File: src/k051960_config.svh
// Counter ranges keep the chip's non-zero start values for H and V
// NMI spacing must stay a power of two since it masks V
`ifndef K051960_CONFIG_SVH
`define K051960_CONFIG_SVH

// Horizontal count, 384 pixels per line
`define K051960_H_START 128
`define K051960_H_END 511

// Vertical count, 264 lines per frame
`define K051960_V_START 248
`define K051960_V_END 511

// Blank window wraps through V_END back to V_START
`define K051960_VBLANK_START 496
`define K051960_VBLANK_END 271

`define K051960_NMI_LINES 32

// CPU address, CPU data and graphics ROM address
`define K051960_AB_W 11
`define K051960_DB_W 8
`define K051960_CA_W 18

`endif

File: src/k051960_pkg.sv
// Types shared by the register block and the interrupt generator
// Control register layout matches the byte the CPU writes at address 0
package k051960_pkg;

	// Register select from the low three CPU address bits
	typedef enum logic [2:0] {
		REG_CTRL    = 3'd0,
		REG_BANK_LO = 3'd2,
		REG_BANK_HI = 3'd3
	} reg_sel_e;

	// Bit 0 at the bottom, as on the data bus
	typedef struct packed {
		logic [1:0] spare;    // Bits 7:6, only read back
		logic       rom_read; // Bit 5, CPU reads graphics ROM
		logic       unused4;  // Bit 4
		logic       flip;     // Bit 3, screen flip
		logic       nmi_en;   // Bit 2
		logic       firq_en;  // Bit 1
		logic       irq_en;   // Bit 0
	} ctrl_t;

endpackage

File: src/video_timing_if.sv
// Timing bus from the counters to the register block and the interrupt logic
// flip comes back from the control register, everything else from the counters
`timescale 1ns/1ns

interface video_timing_if;

	logic [8:0] h_count;    // 128..511
	logic [8:0] v_count;    // 248..511, never flipped
	logic [7:0] v_pos;      // Low V bits after flip
	logic       vblank;
	logic       line_start; // High for the H_START clock
	logic       flip;

	modport source (
		output h_count, v_count, v_pos, vblank, line_start,
		input  flip
	);

	modport ctrl (
		output flip
	);

	modport sink (
		input h_count, v_count, vblank, line_start
	);

endinterface
File: src/irq_gen.sv
// Interrupt latches set by timing events, held clear while their enable is 0
// A latch stays set until the CPU writes its enable bit low
`timescale 1ns/1ns
`include "k051960_config.svh"

module irq_gen (
	input  logic               clk_6M,
	input  logic               V143,
	input  k051960_pkg::ctrl_t ctrl,
	video_timing_if.sink       tm,
	output logic               irq,
	output logic               firq,
	output logic               nmi
);

	localparam logic [8:0] NMI_MASK = 9'(`K051960_NMI_LINES - 1);

	logic       vblank_d;
	logic [2:0] evt;    // NMI, FIRQ, IRQ from top down
	logic [2:0] en;
	logic [2:0] lat;

	// Start of blank
	assign evt[0] = tm.vblank & ~vblank_d;
	// Every second line
	assign evt[1] = tm.line_start & ~tm.v_count[0];
	// Every NMI_LINES lines
	assign evt[2] = tm.line_start & ((tm.v_count & NMI_MASK) == 9'd0);

	assign en = {ctrl.nmi_en, ctrl.firq_en, ctrl.irq_en};

	always_ff @(posedge clk_6M or negedge V143) begin
		if (!V143) begin
			vblank_d <= 1'b1;  // Counters reset inside blank, no edge on release
			lat      <= '0;
		end else begin
			vblank_d <= tm.vblank;
			for (int i = 0; i < 3; i++) begin
				if (!en[i])
					lat[i] <= 1'b0;
				else if (evt[i])
					lat[i] <= 1'b1;
			end
		end
	end

	assign irq  = lat[0];
	assign firq = lat[1];
	assign nmi  = lat[2];

endmodule

File: src/k051960.sv
// Sprite chip subset with video timing, CPU registers, interrupts and ROM read-back
// Runs directly on clk_6M; V143 is the asynchronous active low reset
`timescale 1ns/1ns
`include "k051960_config.svh"

module k051960 (
	input  logic                     clk_6M,
	input  logic                     V143,
	input  logic                     cs,
	input  logic                     rd,
	input  logic                     wr,
	input  logic [`K051960_AB_W-1:0] ab,
	input  logic [`K051960_DB_W-1:0] db_in,
	output logic [`K051960_DB_W-1:0] db_out,
	output logic                     db_dir,
	output logic [`K051960_CA_W-1:0] ca,
	output logic [8:0]               hp,
	output logic [7:0]               vp,
	output logic                     vblank,
	output logic                     irq,
	output logic                     firq,
	output logic                     nmi
);

	video_timing_if tm ();

	k051960_pkg::ctrl_t ctrl;

	video_timing u_timing (
		.clk_6M (clk_6M),
		.V143   (V143),
		.tm     (tm.source)
	);

	sprite_regs u_regs (
		.clk_6M (clk_6M),
		.V143   (V143),
		.cs     (cs),
		.rd     (rd),
		.wr     (wr),
		.ab     (ab),
		.db_in  (db_in),
		.db_out (db_out),
		.db_dir (db_dir),
		.ca     (ca),
		.ctrl   (ctrl),
		.tm     (tm.ctrl)
	);

	irq_gen u_irq (
		.clk_6M (clk_6M),
		.V143   (V143),
		.ctrl   (ctrl),
		.tm     (tm.sink),
		.irq    (irq),
		.firq   (firq),
		.nmi    (nmi)
	);

	assign hp     = tm.h_count;
	assign vp     = tm.v_pos;   // Flip already applied
	assign vblank = tm.vblank;

endmodule

File: src/sprite_regs.sv
// CPU side registers, strobes are active high levels sampled on clk_6M
// Only address 0 reads back; ROM read-back address needs rom_read and AB10
`timescale 1ns/1ns
`include "k051960_config.svh"

module sprite_regs (
	input  logic                         clk_6M,
	input  logic                         V143,
	input  logic                         cs,
	input  logic                         rd,
	input  logic                         wr,
	input  logic [`K051960_AB_W-1:0]     ab,
	input  logic [`K051960_DB_W-1:0]     db_in,
	output logic [`K051960_DB_W-1:0]     db_out,
	output logic                         db_dir,
	output logic [`K051960_CA_W-1:0]     ca,
	output k051960_pkg::ctrl_t           ctrl,
	video_timing_if.ctrl                 tm
);

	k051960_pkg::reg_sel_e reg_sel;
	k051960_pkg::ctrl_t    ctrl_q;
	logic [7:0] bank_lo;
	logic [1:0] bank_hi;  // Only two bits reach the ROM address
	logic       reg_hit;
	logic       reg_wr;
	logic       ctrl_rd;
	logic       rom_acc;

	// Registers live at 0..7 only
	assign reg_hit = (ab[`K051960_AB_W-1:3] == '0);
	assign reg_sel = k051960_pkg::reg_sel_e'(ab[2:0]);
	assign reg_wr  = cs & wr & reg_hit;
	assign ctrl_rd = cs & rd & reg_hit & (reg_sel == k051960_pkg::REG_CTRL);

	// Upper half of the window while ROM reading is on
	assign rom_acc = ctrl_q.rom_read & cs & ab[`K051960_AB_W-1];

	always_ff @(posedge clk_6M or negedge V143) begin
		if (!V143) begin
			ctrl_q  <= '0;
			bank_lo <= '0;
			bank_hi <= '0;
		end else if (reg_wr) begin
			case (reg_sel)
				k051960_pkg::REG_CTRL:    ctrl_q  <= k051960_pkg::ctrl_t'(db_in);
				k051960_pkg::REG_BANK_LO: bank_lo <= db_in;
				k051960_pkg::REG_BANK_HI: bank_hi <= db_in[1:0];
				default: ;            // Addresses 1, 4..7 ignored
			endcase
		end
	end

	// Read-back, one clock behind rd
	always_ff @(posedge clk_6M or negedge V143) begin
		if (!V143) begin
			db_out <= '0;
			db_dir <= 1'b0;
		end else begin
			db_dir <= ctrl_rd;
			db_out <= ctrl_rd ? ctrl_q : '0;
		end
	end

	// ROM address, bank bits on top and AB9..2 as the byte offset
	always_ff @(posedge clk_6M or negedge V143) begin
		if (!V143) begin
			ca <= '0;
		end else if (!ctrl_q.rom_read) begin
			ca <= '0;                       // Render side not modelled
		end else if (rom_acc) begin
			ca <= {bank_hi, bank_lo, ab[9:2]};
		end
	end

	assign ctrl    = ctrl_q;
	assign tm.flip = ctrl_q.flip;

endmodule

File: src/video_timing.sv
// Free running H/V counters on clk_6M, no external sync or chaining
// vblank comes out of a register, line_start and v_pos are decoded from the counters
`timescale 1ns/1ns
`include "k051960_config.svh"

module video_timing (
	input  logic clk_6M,
	input  logic V143,
	video_timing_if.source tm
);

	localparam logic [8:0] H_START  = 9'(`K051960_H_START);
	localparam logic [8:0] H_END    = 9'(`K051960_H_END);
	localparam logic [8:0] V_START  = 9'(`K051960_V_START);
	localparam logic [8:0] V_END    = 9'(`K051960_V_END);
	localparam logic [8:0] VB_START = 9'(`K051960_VBLANK_START);
	localparam logic [8:0] VB_END   = 9'(`K051960_VBLANK_END);

	logic [8:0] h_count;
	logic [8:0] v_count;
	logic [8:0] h_next;
	logic [8:0] v_next;
	logic       h_wrap;
	logic       vblank;

	// Window spans the frame wrap, V is always >= V_START
	function automatic logic in_blank(input logic [8:0] v);
		in_blank = (v >= VB_START) || (v <= VB_END);
	endfunction

	assign h_wrap = (h_count == H_END);

	always_comb begin
		h_next = h_wrap ? H_START : h_count + 9'd1;
		v_next = v_count;
		if (h_wrap) begin
			if (v_count == V_END)
				v_next = V_START;
			else
				v_next = v_count + 9'd1;
		end
	end

	// Blank follows the new V so it changes on the same edge as the counter
	always_ff @(posedge clk_6M or negedge V143) begin
		if (!V143) begin
			h_count <= H_START;
			v_count <= V_START;
			vblank  <= in_blank(V_START); // First line already in blank
		end else begin
			h_count <= h_next;
			v_count <= v_next;
			vblank  <= in_blank(v_next);
		end
	end

	assign tm.h_count    = h_count;
	assign tm.v_count    = v_count;
	assign tm.vblank     = vblank;
	assign tm.line_start = (h_count == H_START);

	// Flipped screen counts lines backwards
	assign tm.v_pos = v_count[7:0] ^ {8{tm.flip}};

endmodule

File: config.mk
export PLATFORM = sky130hd
export DESIGN_NAME = k051960
export DESIGN_NICKNAME = d
export VERILOG_FILES = /design/src/k051960_pkg.sv /design/src/video_timing_if.sv /design/src/irq_gen.sv /design/src/k051960.sv /design/src/sprite_regs.sv /design/src/video_timing.sv
export VERILOG_INCLUDE_DIRS = /design/src
export SDC_FILE = /design/constraint.sdc
export NUM_CORES = 1
export LEC_CHECK = 0
export ABC_AREA = 1
export BUFFER_PORTS_ARGS = -buffer_cell sky130_fd_sc_hd__buf_4
export CAP_MARGIN = 10
export CORE_ASPECT_RATIO = 1.5
export CORE_MARGIN = 2
export CORE_UTILIZATION = 50
export DETAILED_ROUTE_END_ITERATION = 8
export PLACE_DENSITY = 0.75
export RECOVER_POWER = 25
export SYNTH_ARGS = -nofsm -noshare
export SYNTH_HDL_FRONTEND = slang
export SYNTH_SLANG_ARGS = --single-unit
File: constraint.sdc
create_clock -name clk_6M -period 2.4 [get_ports clk_6M]
set_input_delay 0.24 -clock clk_6M [delete_from_list [all_inputs] [get_ports clk_6M]]
set_output_delay 0.24 -clock clk_6M [all_outputs]
set_load 0.005 [all_outputs]
### Word-level counts from Yosys, hierarchy flattened

Index checks and enable logic that the tools add are counted.

| storage, ports and cells | value |
|---|---|
| output and inout bits | 48 |
| word-level logic and storage cells | 64 |
| input bits | 24 |
| register bits | 68 |

| cells by class | value |
|---|---|
| mux-type cells | 12 |
| eq/ne operators | 9 |
| reductions and logical operators | 7 |
| magnitude comparators | 2 |
| add/sub/neg operators | 2 |
| bitwise logic cells | 13 |

Operators by type and width:

| operator | count |
|---|---|
| 18-bit 2-to-1 mux | 2 |
| 9-bit 2-to-1 mux | 3 |
| 9-bit by 1-bit adder with 9-bit output (second input constant) | 2 |
| 9-bit == test (second input constant) | 2 |
| 1-bit AND | 10 |
| 9-bit by 8-bit == test with 1-bit output (second input constant) | 1 |
| 9-bit greater-or-equal comparator (second input constant) | 1 |
| 9-bit <= comparator (second input constant) | 1 |
| 9-bit logical NOT | 1 |
| 8-bit logical NOT | 1 |
| 8-bit 2-to-1 mux | 1 |
| 8-bit XOR | 1 |
| 3-bit by 2-bit == test with 1-bit output (second input constant) | 2 |
| 1-bit 2-to-1 mux | 6 |
| 2-bit by 1-bit != test with 1-bit output (second input constant) | 3 |
| 2-bit AND reduction | 3 |
| 3-bit logical NOT | 1 |
| 2-bit != test (second input constant) | 1 |
| 1-bit inverter | 2 |
| 1-bit logical OR | 1 |

### Longest topological paths before layout

Gate-level depths: netlist of the first run.

| depth | value |
|---|---|
| depth after elaboration | 5 |
| mapped depth | 18 |

### By module

A second synthesis of the first run with hierarchy kept.

| unflattened totals | value |
|---|---|
| cells, all modules | 344 |
| area, all modules | 3144.3 um2 |

Modules (own cells, without submodules):

| module | area each (um2) | cells each | sequential area each (um2) | times used |
|---|---|---|---|---|
| sprite_regs | 1878.1 | 201 | 1126.1 | 1 |
| video_timing | 1098.6 | 127 | 484.2 | 1 |
| irq_gen | 167.7 | 16 | 101.3 | 1 |

### Least setup slack after synthesis of the first run

Ideal clock, no wire load.

| timing path | value |
|---|---|
| path type | reg-to-reg |
| start | register u_timing.h_count[0] (netlist: u_timing.tm.h_count[0]) |
| end | register u_timing.vblank (netlist: u_timing.tm.vblank) |
| path buffers | 1 |
| stages on the path, launching flop included | 19 |
| arrival time | 1.978 ns |
| clock period less this slack | 2.060 ns |
| slack | 0.340 ns |
| required time | 2.318 ns |
| cells stage by stage | dfrtp_1 > ha_1 > nand2_1 > nor3_1 > nand2_1 > nor2_1 > inv_1 > nor2_1 > ha_1 > buf_6 > nand2_4 > nor2_8 > nand2_1 > nand2_1 > nand3_1 > nand2_1 > inv_1 > nand2_1 > nand3_1 |

| between the ends | value |
|---|---|
| cells in the longest elaborated chain, start to end | 4 |

Ends and longest elaborated chain:

| what | line | source |
|---|---|---|
| start: declaration | video_timing.sv:19 | `logic [8:0] h_count;` |
| start signal: assignment | video_timing.sv:51 | `h_count <= h_next;` |
| 9-bit == test * | video_timing.sv:31 | `assign h_wrap = (h_count == H_END);` |
| 9-bit 2-to-1 mux * | video_timing.sv:36 | `if (h_wrap) begin` |
| net u_timing.v_next[5] | video_timing.sv:22 | `logic [8:0] v_next;` |
| 9-bit greater-or-equal comparator / 9-bit <= comparator (equally long branches) | video_timing.sv:28 | `in_blank = (v >= VB_START) \|\| (v <= VB_END);` |
| 1-bit logical OR * | video_timing.sv:28 |  |
| end signal: assignment | video_timing.sv:49 | `vblank <= in_blank(V_START);` |
| end signal: assignment | video_timing.sv:53 | `vblank <= in_blank(v_next);` |
| end: declaration | video_timing.sv:24 | `logic vblank;` |

Mark *: on every way through the listed nets, which the timed path passes. The rest lies on a longest branch.
A chain may end at the register's enable or synchronous reset.

### Worst setup path in the final report of the first run

Ends and elaborated chain as after synthesis.

==> key figures, run 1 <==
Status
  • Status: finished, violations left
  • Failing checks: capacitance limit, slew limit

STA
  • Final setup viols: 0
  • Worst Max-Slew Pin Slew: between 1.5 and 2 ns
  • Final TNS setup: 0 ns
  • Slew margin rel.: -0.0989
  • Fin Clk Skew: between 0.007 and 0.008 ns
  • Period utilization: 0.959
  • Final WS setup: a little under 0.1 ns
  • Final Critical Period: 2.30 ns
  • Max Slew Vio Count: just under 70
  • Maximum clock rate: 434 MHz
  • Final hold violations: 0

Setup path
  • CP startpoint kind: flip-flop
  • CP max stage delay: ~0.40 ns
  • Buf/Inv on CP: 1
  • Critical Path, Cell by Cell: ha_2 > nand2_1 > nor3_2 > nand2_1 > nor2_2 > inv_1 > nor2_1 > ha_2 > nand2_2 > nor2_4 > nand2_1 > nand2_1 > nand3_2 > nor2_1 > nand2_1 > nand3_1
  • Worst Setup End Kind: flip-flop
  • CP most frequent cell: nand2_1
  • Crit Path Max Fanout: 4
  • Crit path max-delay cell type: dfrtp_1
  • Worst path required time: between 2 and 3 ns
  • Crit-path leading delay family: simple AND/OR/NAND/NOR gates
  • CP Class: flip-flop to flip-flop
  • Critical Path AT: around 2.6 ns

Synth
  • YS warnings: 0
  • Post-Synthesis Cells: roughly 330
  • Post-synthesis sequential area ratio: 0.552
  • FF+latch count, synth: 68
  • Mapped cell area: around 3100 µm²
  • Syn_area_per_cell: between 9 and 10 µm²
  • Number of flops mapped to enable cells by yosys: 0
  • Synth cell types: 31
  • Syn_nets: 362
  • Synth async-reset ratio: 1.00
  • Leading register cell type out of synthesis: dfrtp_1

Clocking
  • Num CTS Buffers: 9
  • Sinks on Clock Net: roughly 70
  • Worst skew pair latency: 0.33 ns
  • Reg clk slew, reported paths: roughly 0.070 ns
  • CTS tree: built
  • Clock buffer depth: 2
  • Htree depth: 3
  • Clock root cell: clkbuf_8

Drt
  • Detailed Route Iter0 Violations: ~140
  • Drt via density: approximately 5.0
  • First-pass iteration count of the detailed router: 4
  • Via Count: 2484
  • ANT nets after route: 0
  • Total routed wirelength: about 6.6 mm
  • Routed len/inst: 13.4 µm
  • Met3 Wirelength: between 300 and 400 µm
  • Residual DRC: 0
  • Top Layer Used: met4
  • Met1 wire length: approximately 2.6 mm
  • Met2 WL: 3.49 mm

Floorplanning
  • Row count: 35
  • CORE AREA: 6090 µm²
  • Die H: around 100 µm
  • Total die area: between 6000 and 7000 µm²
  • Top Ports: a little over 70
  • Die W: 68.3 µm
  • Initial core utilization: 0.510

Final layout
  • Post-Route Utilization: 0.652
  • Diode count: 0
  • P&R area growth vs syn: 28.0%
  • Nets@finish: around 440
  • Design area: between 3000 and 4000 µm²
  • Share of cells above drive strength 1: 0.339

Placed design
  • DP Worst Slack: about 0.07 ns
  • Global placer's final weighted congestion: just under 0.9
  • Cell Area, Placed: around 3700 µm²
  • I/O Buffers: around 70
  • Dpl hpwl: between 4 and 5 mm

GRT
  • Largest net degree at the start of global routing: between 60 and 70
  • Initial antenna violation count: 0
  • Total GRT Usage: 0.210
  • Vias in the first global route: between 2000 and 2500
  • Global-route wire length before repair: approximately 11 mm
  • GR Overflow Total: 0

Power and ir drop
  • Leak Pwr: 0.00210 µW
  • Sequential power share: 0.527
  • Sw frac: 0.212
  • Psw: approximately 460 µW
  • Clock Power Share: 0.435
  • Peak VDD IR: ~450 µV
  • Pwr/cell area: 549 nW/µm²
  • Internal: around 1700 µW
  • Combinational Power Share: 0.037

Run
  • Max-cap viol count: 1

Worst hold path
  • Worst Hold Class: primary input to flip-flop
==> tightest hold or removal path, cell delays in order <==
cell	delay (ns)
buf_4	0.08
inv_1	0.04
o21ai_2	0.12
==> worst paths after layout <==
check,startpoint,to,slack (ns),cells past startpoint
max in group asynchronous,V143,u_regs.ca[12],1.09,1
worst max register to register,u_timing.tm.h_count[0],u_timing.tm.vblank,0.1,16
min in group asynchronous,V143,u_regs.ca[3],0.33,1
worst min register to register,u_timing.tm.vblank,u_irq.vblank_d,0.39,0
worst min-delay path,db_in[4],u_regs.bank_lo[4],0.18,3
worst max-delay path,u_timing.tm.h_count[0],u_timing.tm.vblank,0.1,16
==> final cells by class <==
cell class / count / area (µm²)
Timing Repair Buffer: 80 / 598
Fill cell: 496 / 2120
Tap cell: 74 / 92.6
Sequential cell: 68 / 1710
Inverter: 61 / 229
Multi-Input combinational cell: 194 / 1130
Clock inverter: 3 / 45.0
Clock buffer: 13 / 159
==> routing by layer <==
layer  up-vias  global-route usage
met4         0               0.102
met1      1188               0.235
met2        70               0.363
li1       1210                   -
met3        16              0.0492
met5         -                   0
==> cell usage after synthesis (3+ instances only) <==
library cell	instances	area share
o21ai_0	26	0.042
dfstp_2	8	0.068
nor3_1	5	0.0081
inv_2	4	0.0048
xor2_1	8	0.023
nor2_1	25	0.030
buf_6	3	0.011
ha_1	6	0.024
dfrtp_1	60	0.48
a21oi_1	7	0.011
nand2_1	45	0.054
nand2_2	5	0.010
clkbuf_1	4	0.0048
nand3_1	33	0.053
o21ai_1	5	0.0081
o21ai_2	11	0.031
inv_1	57	0.069
nor2_2	3	0.0061
==> state kept, by name (all words and copies together) (netlist names) <==
name,count
u_irq.lat,3
u_irq.vblank_d,1
u_regs.bank_hi,2
u_regs.bank_lo,8
u_regs.ca,18
u_regs.ctrl,7
u_regs.db_dir,1
u_regs.db_out,8
u_regs.tm.flip,1
u_timing.tm.h_count,9
u_timing.tm.v_count,9
u_timing.tm.vblank,1
==> cells in the final DEF, fill, tap and decap left out, types with 2 or more instances in the layout <==
cell type    n
o21ai_0     26
xor2_1       8
a31oi_1      2
nand2_2      6
nand4_2      2
dfrtp_1     60
clkinvlp_4   2
ha_1         4
nand3_1     30
buf_4       79
nor2_4       2
nor2_1      24
nor2_2       4
nand2_1     44
a21oi_1      7
inv_1       57
nor3_1       4
ha_2         2
clkbuf_8    11
o21ai_2     11
nand3_2      5
clkbuf_1     2
dfstp_2      7
inv_2        4
o21ai_1      5
==> metrics by stage <==
| step | hold WS [ns] | power, µW | instances |
|---|---|---|---|
| 6_report | 0.183 | 2180 | 493 |
| 5_1_grt | 0.187 | 2260 | 493 |
| 4_1_cts | 0.0327 | 2210 | 487 |
| 3_5_place_dp | 0.367 | 1250 | 471 |
| 3_3_place_gp | 0.367 | 1250 | 471 |
| 2_1_floorplan | -0.0556 | 1190 | 332 |
==> cells by family after synthesis <==
| logic type | count (synthesis) | share of synthesized area |
|---|---|---|
| xor gates and xnor gates | 8 | 0.0226 |
| buffers and inverters | 70 | 0.0924 |
| and+or+nand+nor | 129 | 0.213 |
| adders and majority gates | 6 | 0.0242 |
| DFF | 68 | 0.552 |
| AOI/OAI and AO/OA | 51 | 0.0964 |
==> power groups by stage <==
stage          Combinational (µW)  Clock [µW]  Sequential [µW]
2_1_floorplan                22.1           0             1170
3_3_place_gp                 82.4           0             1170
3_5_place_dp                 83.4           0             1170
4_1_cts                      83.8         974             1150
5_1_grt                      91.7        1020             1150
6_report                     80.9         948             1150
==> repair_timing <==
action | 4_1_cts | 5_1_grt
resized for setup | 0 | 8
hold buffers | 0 | 0
endpoints found under the hold margin | 0 | 0
buffers inserted | 0 | 6
endpoints found under the setup margin | 0 | 7
Note: power is estimated with default switching activity, not from simulation.
==> inputs of run 2 (changes only) <==
- ABC_AREA: 1 -> not set
- CAP_MARGIN: 10 -> 40
- CORE_UTILIZATION: 50 -> 53
- PLACE_DENSITY: 0.75 -> 0.79
==> run 2 against run 1 <==
The flow still finishes with violations (capacitance limit, slew limit); combinational power is 16% lower; global-route usage is 1.6 points higher; flip-flop and latch count stayed put; via count is 13% lower; clock-buffer cell count is 1 lower; power is 4.6% higher; first-iteration DRC count is 17% higher; die area is 9.5% lower; critical path type unchanged; largest cell class unchanged; largest power group unchanged.
==> key figures, run 2 <==
STA
  • Final setup viols: 0 (unchanged)
  • Final hold violations: 0 (unchanged)
  • Fin Clk Skew: 0.00798 ns (+0.000719 ns)
  • Final TNS setup: 0 ns (unchanged)
  • Period utilization: 0.952 (-0.00697)
  • Slew margin rel.: -0.0840 (+0.0148)
  • RSZ-0062 raised after global routing: no
  • Worst Max-Slew Pin Slew: 1.63 ns (-0.0223 ns)
  • Final Critical Period: 2.29 ns (-0.0167 ns)
  • Max Slew Vio Count: 69 (unchanged)
  • Maximum clock rate: 438 MHz (+0.73%)

Clocking
  • Num CTS Buffers: 9 (unchanged)
  • Reg clk slew, reported paths: 0.08 ns (about the same)
  • Worst skew pair latency: 0.34 ns (about the same)
  • CTS tree: built
  • Htree depth: 3 (unchanged)
  • Sinks on Clock Net: 68 (unchanged)
  • Clock root cell: clkbuf_8
  • Clock buffer depth: 2 (unchanged)

Final layout
  • Reg area: 1710 µm² (unchanged)
  • Share of cells above drive strength 1: 0.410 (+0.0710)
  • Most frequent cells in the layout: 78 x buf_4, 60 x dfrtp_1, 20 x mux2_2, 17 x a22o_1, 14 x nor2_1
  • Area of the multi-input gates: 1150 µm² (+1.9%)
  • Largest Register: u_regs.ca
  • Diode count: 0 (unchanged)
  • Fill cells: 413 (-17%)
  • P&R area growth vs syn: 28.8%
  • Max FFs per register: 18 (unchanged)
  • Commonest non-fill, non-tap cell in the layout: buf_4
  • Design area: 3810 µm² (-4.0%)
  • Largest registers: u_regs.ca: 18 flops, u_timing.tm.h_count: 9 flops, u_timing.tm.v_count: 9 flops
  • Nets@finish: 347 (-22%)

Synth
  • FF+latch count, synth: 68 (unchanged)
  • Leading register cell type out of synthesis: dfrtp_1
  • Synth top area cells: dfrtp_1 51%, mux2_2 7.6%, dfstp_2 7.1%, a22o_1 5.0%, xor2_1 3.6%
  • Count leader, synth: dfrtp_1
  • Synth cell count leaders: 60 x dfrtp_1, 20 x mux2_2, 17 x a22o_1
  • Synth async-reset ratio: 1.00 (unchanged)
  • Synth cell types: 42 (+35%)
  • Syn_nets: 268 (-26%)
  • YS warnings: 0 (unchanged)
  • Top-area cell type share of the netlist area: 0.507 (+0.0233)
  • Mapped cell area: 2960 µm² (-4.6%)
  • Syn_area_per_cell: 12.4 µm² (+33%)
  • Synth area leader: dfrtp_1
  • Number of flops mapped to enable cells by yosys: 0 (unchanged)
  • Post-Synthesis Cells: 238 (-28%)
  • Post-synthesis sequential area ratio: 0.578 (+0.0266)

Drt
  • Via Count: 2161 (-13%)
  • Total routed wirelength: 6.56 mm (-0.64%)
  • ANT nets after route: 0 (unchanged)
  • Residual DRC: 0 (unchanged)
  • First-pass iteration count of the detailed router: 4 (unchanged)
  • Routed len/inst: 16.7 µm (+25%)
  • Detailed Route Iter0 Violations: 162 (+17%)
  • Drt via density: 5.51 (+9.4%)

Status
  • Status: finished, violations left
  • Failing checks: capacitance limit, slew limit

Setup path
  • Reg2reg start: u_timing.tm.v_count[1]
  • Worst path required time: 2.64 ns (-0.03 ns)
  • CP Class: flip-flop to flip-flop
  • Critical Path Source: u_timing.tm.v_count[1]
  • R2R cell count: 9 (-7)
  • Crit Path Max Fanout: 6 (+2)
  • Critical Path AT: 2.52 ns (-0.05 ns)
  • Worst Setup End Kind: flip-flop
  • CP startpoint kind: flip-flop

GRT
  • Vias in the first global route: 2101 (-14%)
  • Global-route wire length before repair: 10.4 mm (-2.6%)
  • GR Overflow Total: 0 (unchanged)
  • Met2 Use GR: 0.389 (+0.0262)
  • Met1 Track Usage GR: 0.264 (+0.0289)
  • Met3 Resource Use GR: 0.0791 (+0.0299)
  • GR peak layer: met2
  • Initial antenna violation count: 0 (unchanged)
  • Largest net degree at the start of global routing: 69 (unchanged)
  • Total GRT Usage: 0.226 (+0.0161)

Floorplanning
  • CORE AREA: 5410 µm² (-11%)
  • Row count: 33 (-5.7%)
  • Die H: 95.5 µm (-4.9%)
  • Top Ports: 72 (unchanged)
  • Die W: 65.0 µm (-4.8%)
  • Total die area: 6210 µm² (-9.5%)
  • Initial core utilization: 0.547 (+0.0375)

Power and ir drop
  • Pwr/cell area: 597 nW/µm² (+8.9%)
  • Peak VDD IR: 427 µV (-5.6%)
  • Leak Pwr: 0.00197 µW (-6.5%)

Worst hold path
  • Worst Hold Class: primary input to flip-flop
  • Hold path depth: 2 (-1)
  • Worst hold start: ab[5]

Placed design
  • Dpl hpwl: 4.51 mm (-3.8%)
  • Global placer's final weighted congestion: 0.820 (-7.0%)
  • Cell Area, Placed: 3570 µm² (-3.3%)
  • I/O Buffers: 71 (unchanged)

Run
  • Max-cap viol count: 1 (unchanged)
## run 2: what timing repair did
action                                  4_1_cts  5_1_grt
endpoints found under the setup margin        0        1
resized for setup                             0        1
endpoints found under the hold margin         0        0
hold buffers                                  0        0
buffers inserted                              0        2
## run 2: path summary, 6_finish.rpt
path | end | slack (ns)
min | u_regs.ca[3] | 0.13
max reg2reg | u_timing.tm.vblank | 0.11
min reg2reg | u_irq.vblank_d | 0.38
max | u_timing.tm.vblank | 0.11
max in group asynchronous | u_timing.tm.h_count[1] | 1.12
min in group asynchronous | u_irq.lat[0] | 0.30
## run 2: critical path: stages (launching register included)
cell	delay, ns
dfrtp_1	0.43
ha_1	0.21
and2_1	0.16
nor3b_1	0.15
ha_2	0.23
clkbuf_2	0.16
or4_1	0.54
o211ai_2	0.12
nand2_1	0.08
o311ai_1	0.10
## run 2: cell type report
cell class / count / share of cell area
clock buffer: 12 / 0.0407
multi-input combinational: 149 / 0.303
sequential: 68 / 0.449
tap: 70 / 0.0230
inverter: 9 / 0.00886
clock inverter: 4 / 0.0190
timing repair buffer: 80 / 0.156
## run 2: report_power, final
group          internal, µW  switching [µW]  total (µW)
sequential             1150            1.04        1150
clock                   640             420        1060
combinational          27.9            40.4        68.3
total                  1820             461        2280
## run 2: kinds of logic after synthesis
kind of cell | synth area share
AOI/OAI and AO/OA | 0.109
xor gates and xnor gates | 0.0385
adders and majority gates | 0.0254
buffers and inverters | 0.0321
DFF | 0.578
muxes | 0.0761
and+or+nand+nor | 0.140
## run 2: stage by stage
stage / power [µW] / utilization / setup slack, ns / hold WS (ns) / cells
after floorplan: 1180 / - / 0.232 / -0.0556 / 238
after global placement: 1240 / 0.660 / 0.254 / 0.367 / 374
after detailed placement: 1240 / 0.660 / 0.0795 / 0.365 / 374
after CTS: 2300 / 0.702 / 0.0418 / 0.0190 / 390
after global routing: 2350 / 0.705 / 0.0478 / 0.123 / 392
final: 2280 / 0.705 / 0.114 / 0.129 / 392
## run 2: metal layers
metal,vias to the layer above,wire length (µm)
li1,999,-
met1,1054,2550
met2,96,3410
met3,12,505
met4,0,95
met5,-,0
==> inputs of run 3 (changes only) <==
- CORE_UTILIZATION: 53 -> 48
- PLACE_DENSITY: 0.79 -> 0.76
- clock period: 2.4 -> 2 ns (I/O delays scaled with it)
==> run 3 against run 2 <==
The flow finishes with violations (setup timing); final area increased by 6.8%; clock-buffer cell count decreased by 2; critical path depth unchanged; critical endpoint unchanged; die area increased by 9.9%; fmax increased by 12%; highest routed layer unchanged; critical path type unchanged; flip-flop and latch count unchanged; largest power group unchanged; routed wire length decreased by 2.2%.
==> key figures, run 3 (synthesis gave the netlist of run 2 again) <==
Status
  • Status: finished, violations left
  • Failing checks: setup timing

Floorplanning
  • Die W: 68.1 µm (+4.8%)
  • Die H: 100 µm (+4.9%)
  • Total die area: 6820 µm² (+9.9%)
  • Row count: 35 (+6.1%)
  • CORE AREA: 6040 µm² (+12%)
  • Initial core utilization: 0.490 (-0.0574)
  • Top Ports: 72 (unchanged)

Final layout
  • Max FFs per register: 18 (unchanged)
  • P&R area growth vs syn: 37.6%
  • Largest Register: u_regs.ca
  • Commonest non-fill, non-tap cell in the layout: buf_4
  • Largest registers: u_regs.ca: 18 flops, u_timing.tm.h_count: 9 flops, u_timing.tm.v_count: 9 flops
  • Most frequent cells in the layout: 96 x buf_4, 59 x dfrtp_1, 20 x mux2_2, 17 x a22o_1, 14 x nor2_1
  • Share of cells above drive strength 1: 0.475 (+0.0651)
  • Diode count: 0 (unchanged)
  • Design area: 4070 µm² (+6.8%)
  • Nets@finish: 366 (+5.5%)
  • Post-Route Utilization: 0.674 (-0.0309)

STA
  • Final setup viols: 1 (+1)
  • Worst hold margin: 0.102 ns (-0.0273 ns)
  • Period utilization: 1.02 (+0.0640)
  • Final hold violations: 0 (unchanged)
  • Worst Max-Slew Pin Slew: 0.693 ns (-0.933 ns)
  • Fin Clk Skew: 0.00804 ns (+0.0000593 ns)
  • RSZ-0062 raised after global routing: yes
  • Slew margin rel.: 0.538 (+0.622)
  • Final Critical Period: 2.03 ns (-0.253 ns)
  • Max Slew Vio Count: 0 (-100%)
  • Final WS setup: -0.0326 ns (-0.147 ns)
  • Maximum clock rate: 492 MHz (+12%)

Placed design
  • I/O Buffers: 71 (unchanged)
  • Global placer's final weighted congestion: 0.890 (+8.5%)
  • Cell Area, Placed: 3750 µm² (+4.9%)
  • Dpl hpwl: 4.61 mm (+2.2%)
  • DP Worst Slack: -0.0517 ns (-0.131 ns)

Setup path
  • Crit Path Max Fanout: 6 (unchanged)
  • CP startpoint kind: flip-flop
  • Worst path required time: 2.24 ns (-0.40 ns)
  • Critical Path AT: 2.27 ns (-0.25 ns)
  • Worst Setup End Kind: flip-flop
  • CP Class: flip-flop to flip-flop

Clocking
  • Sinks on Clock Net: 68 (unchanged)
  • Worst skew pair latency: 0.33 ns (about the same)
  • Clock root cell: clkbuf_8
  • Num CTS Buffers: 9 (unchanged)
  • Reg clk slew, reported paths: 0.07 ns (about the same)
  • Htree depth: 3 (unchanged)
  • CTS tree: built
  • Clock buffer depth: 2 (unchanged)

Run
  • Max-cap viol count: 0 (-1)

Power and ir drop
  • Pwr/cell area: 692 nW/µm² (+16%)
  • Peak VDD IR: 435 µV (+2.0%)
  • Power consumption: 2820 µW (+24%)
  • Leak Pwr: 0.00208 µW (+5.7%)

GRT
  • Global-route wire length before repair: 10.4 mm (-0.60%)
  • GR Overflow Total: 0 (unchanged)
  • Initial antenna violation count: 0 (unchanged)
  • Largest net degree at the start of global routing: 41 (-41%)
  • Vias in the first global route: 2281 (+8.6%)
  • Total GRT Usage: 0.202 (-0.0241)

Drt
  • ANT nets after route: 0 (unchanged)
  • Detailed Route Iter0 Violations: 111 (-31%)
  • Routed len/inst: 15.5 µm (-7.6%)
  • Residual DRC: 0 (unchanged)
  • First-pass iteration count of the detailed router: 4 (unchanged)
  • Via Count: 2264 (+4.8%)
  • Total routed wirelength: 6.42 mm (-2.2%)
  • Drt via density: 5.46 (-1.0%)

Worst hold path
  • Worst Hold Class: primary input to flip-flop
[run 3: cell types whose count changed in the layout (fill, tap and decap cells not counted), moves of 2 or more]
cell	previous run	this run
clkinv_4	0	2
ha_1	5	3
clkbuf_8	11	9
ha_4	0	2
buf_4	78	96
clkbuf_2	2	0
[run 3: final cells by class]
class | count | area, µm²
Fill cell | 465 | 1970
Sequential cell | 68 | 1710
Multi-Input combinational cell | 149 | 1230
Timing Repair Buffer | 99 | 762
Clock buffer | 10 | 128
Clock inverter | 6 | 113
Tap cell | 74 | 92.6
Inverter | 9 | 33.8
[run 3: metal layers]
layer | share of wire | track usage
met1 | 0.41 | 0.245
met2 | 0.51 | 0.350
met3 | 0.066 | 0.0516
met4 | 0.0089 | 0.0523
met5 | 0 | 0
[run 3: path summary, 6_finish.rpt]
path,from,to,slack [ns],depth (start not counted)
worst max-delay path,u_timing.tm.v_count[4],u_timing.tm.vblank,-0.03,9
worst min-delay path,ab[7],u_regs.ca[5],0.10,2
worst max register to register,u_timing.tm.v_count[4],u_timing.tm.vblank,-0.03,9
worst min register to register,u_timing.tm.vblank,u_irq.vblank_d,0.38,0
max in group asynchronous,V143,u_regs.db_out[2],1.10,3
min in group asynchronous,V143,u_regs.db_out[0],0.38,2
[run 3: worst max-delay path, stage by stage (launching register included)]
cell and delay, ns:
dfstp_2 0.53, nand4_1 0.17, nor3b_2 0.27, ha_4 0.22, nor2b_4 0.06, a311oi_4 0.28
buf_4 0.17, a21oi_2 0.03, nand2_1 0.10, o311ai_2 0.11
[run 3: per-stage QoR]
step | std cells | TNS, ns
5_1_grt | 415 | -0.166
6_report | 415 | -0.0326
2_1_floorplan | 238 | -0.0100
4_1_cts | 414 | -0.0298
3_3_place_gp | 396 | 0
3_5_place_dp | 396 | -0.0517
[run 3: power breakdown]
part	switching (µW)	total, µW	leakage [µW]	internal, µW
clock network	517	1350	0.000120	831
logic	49.8	89.2	0.00105	39.4
registers	1.19	1380	0.000905	1380
[run 3: timing repair]
item                                    CTS  global route
hold buffers                              1             0
pin swaps                                 3             5
endpoints found under the setup margin    1             1
buffers inserted                          1             1
hold endpoints to repair                 31             0
resized for setup                         5             6
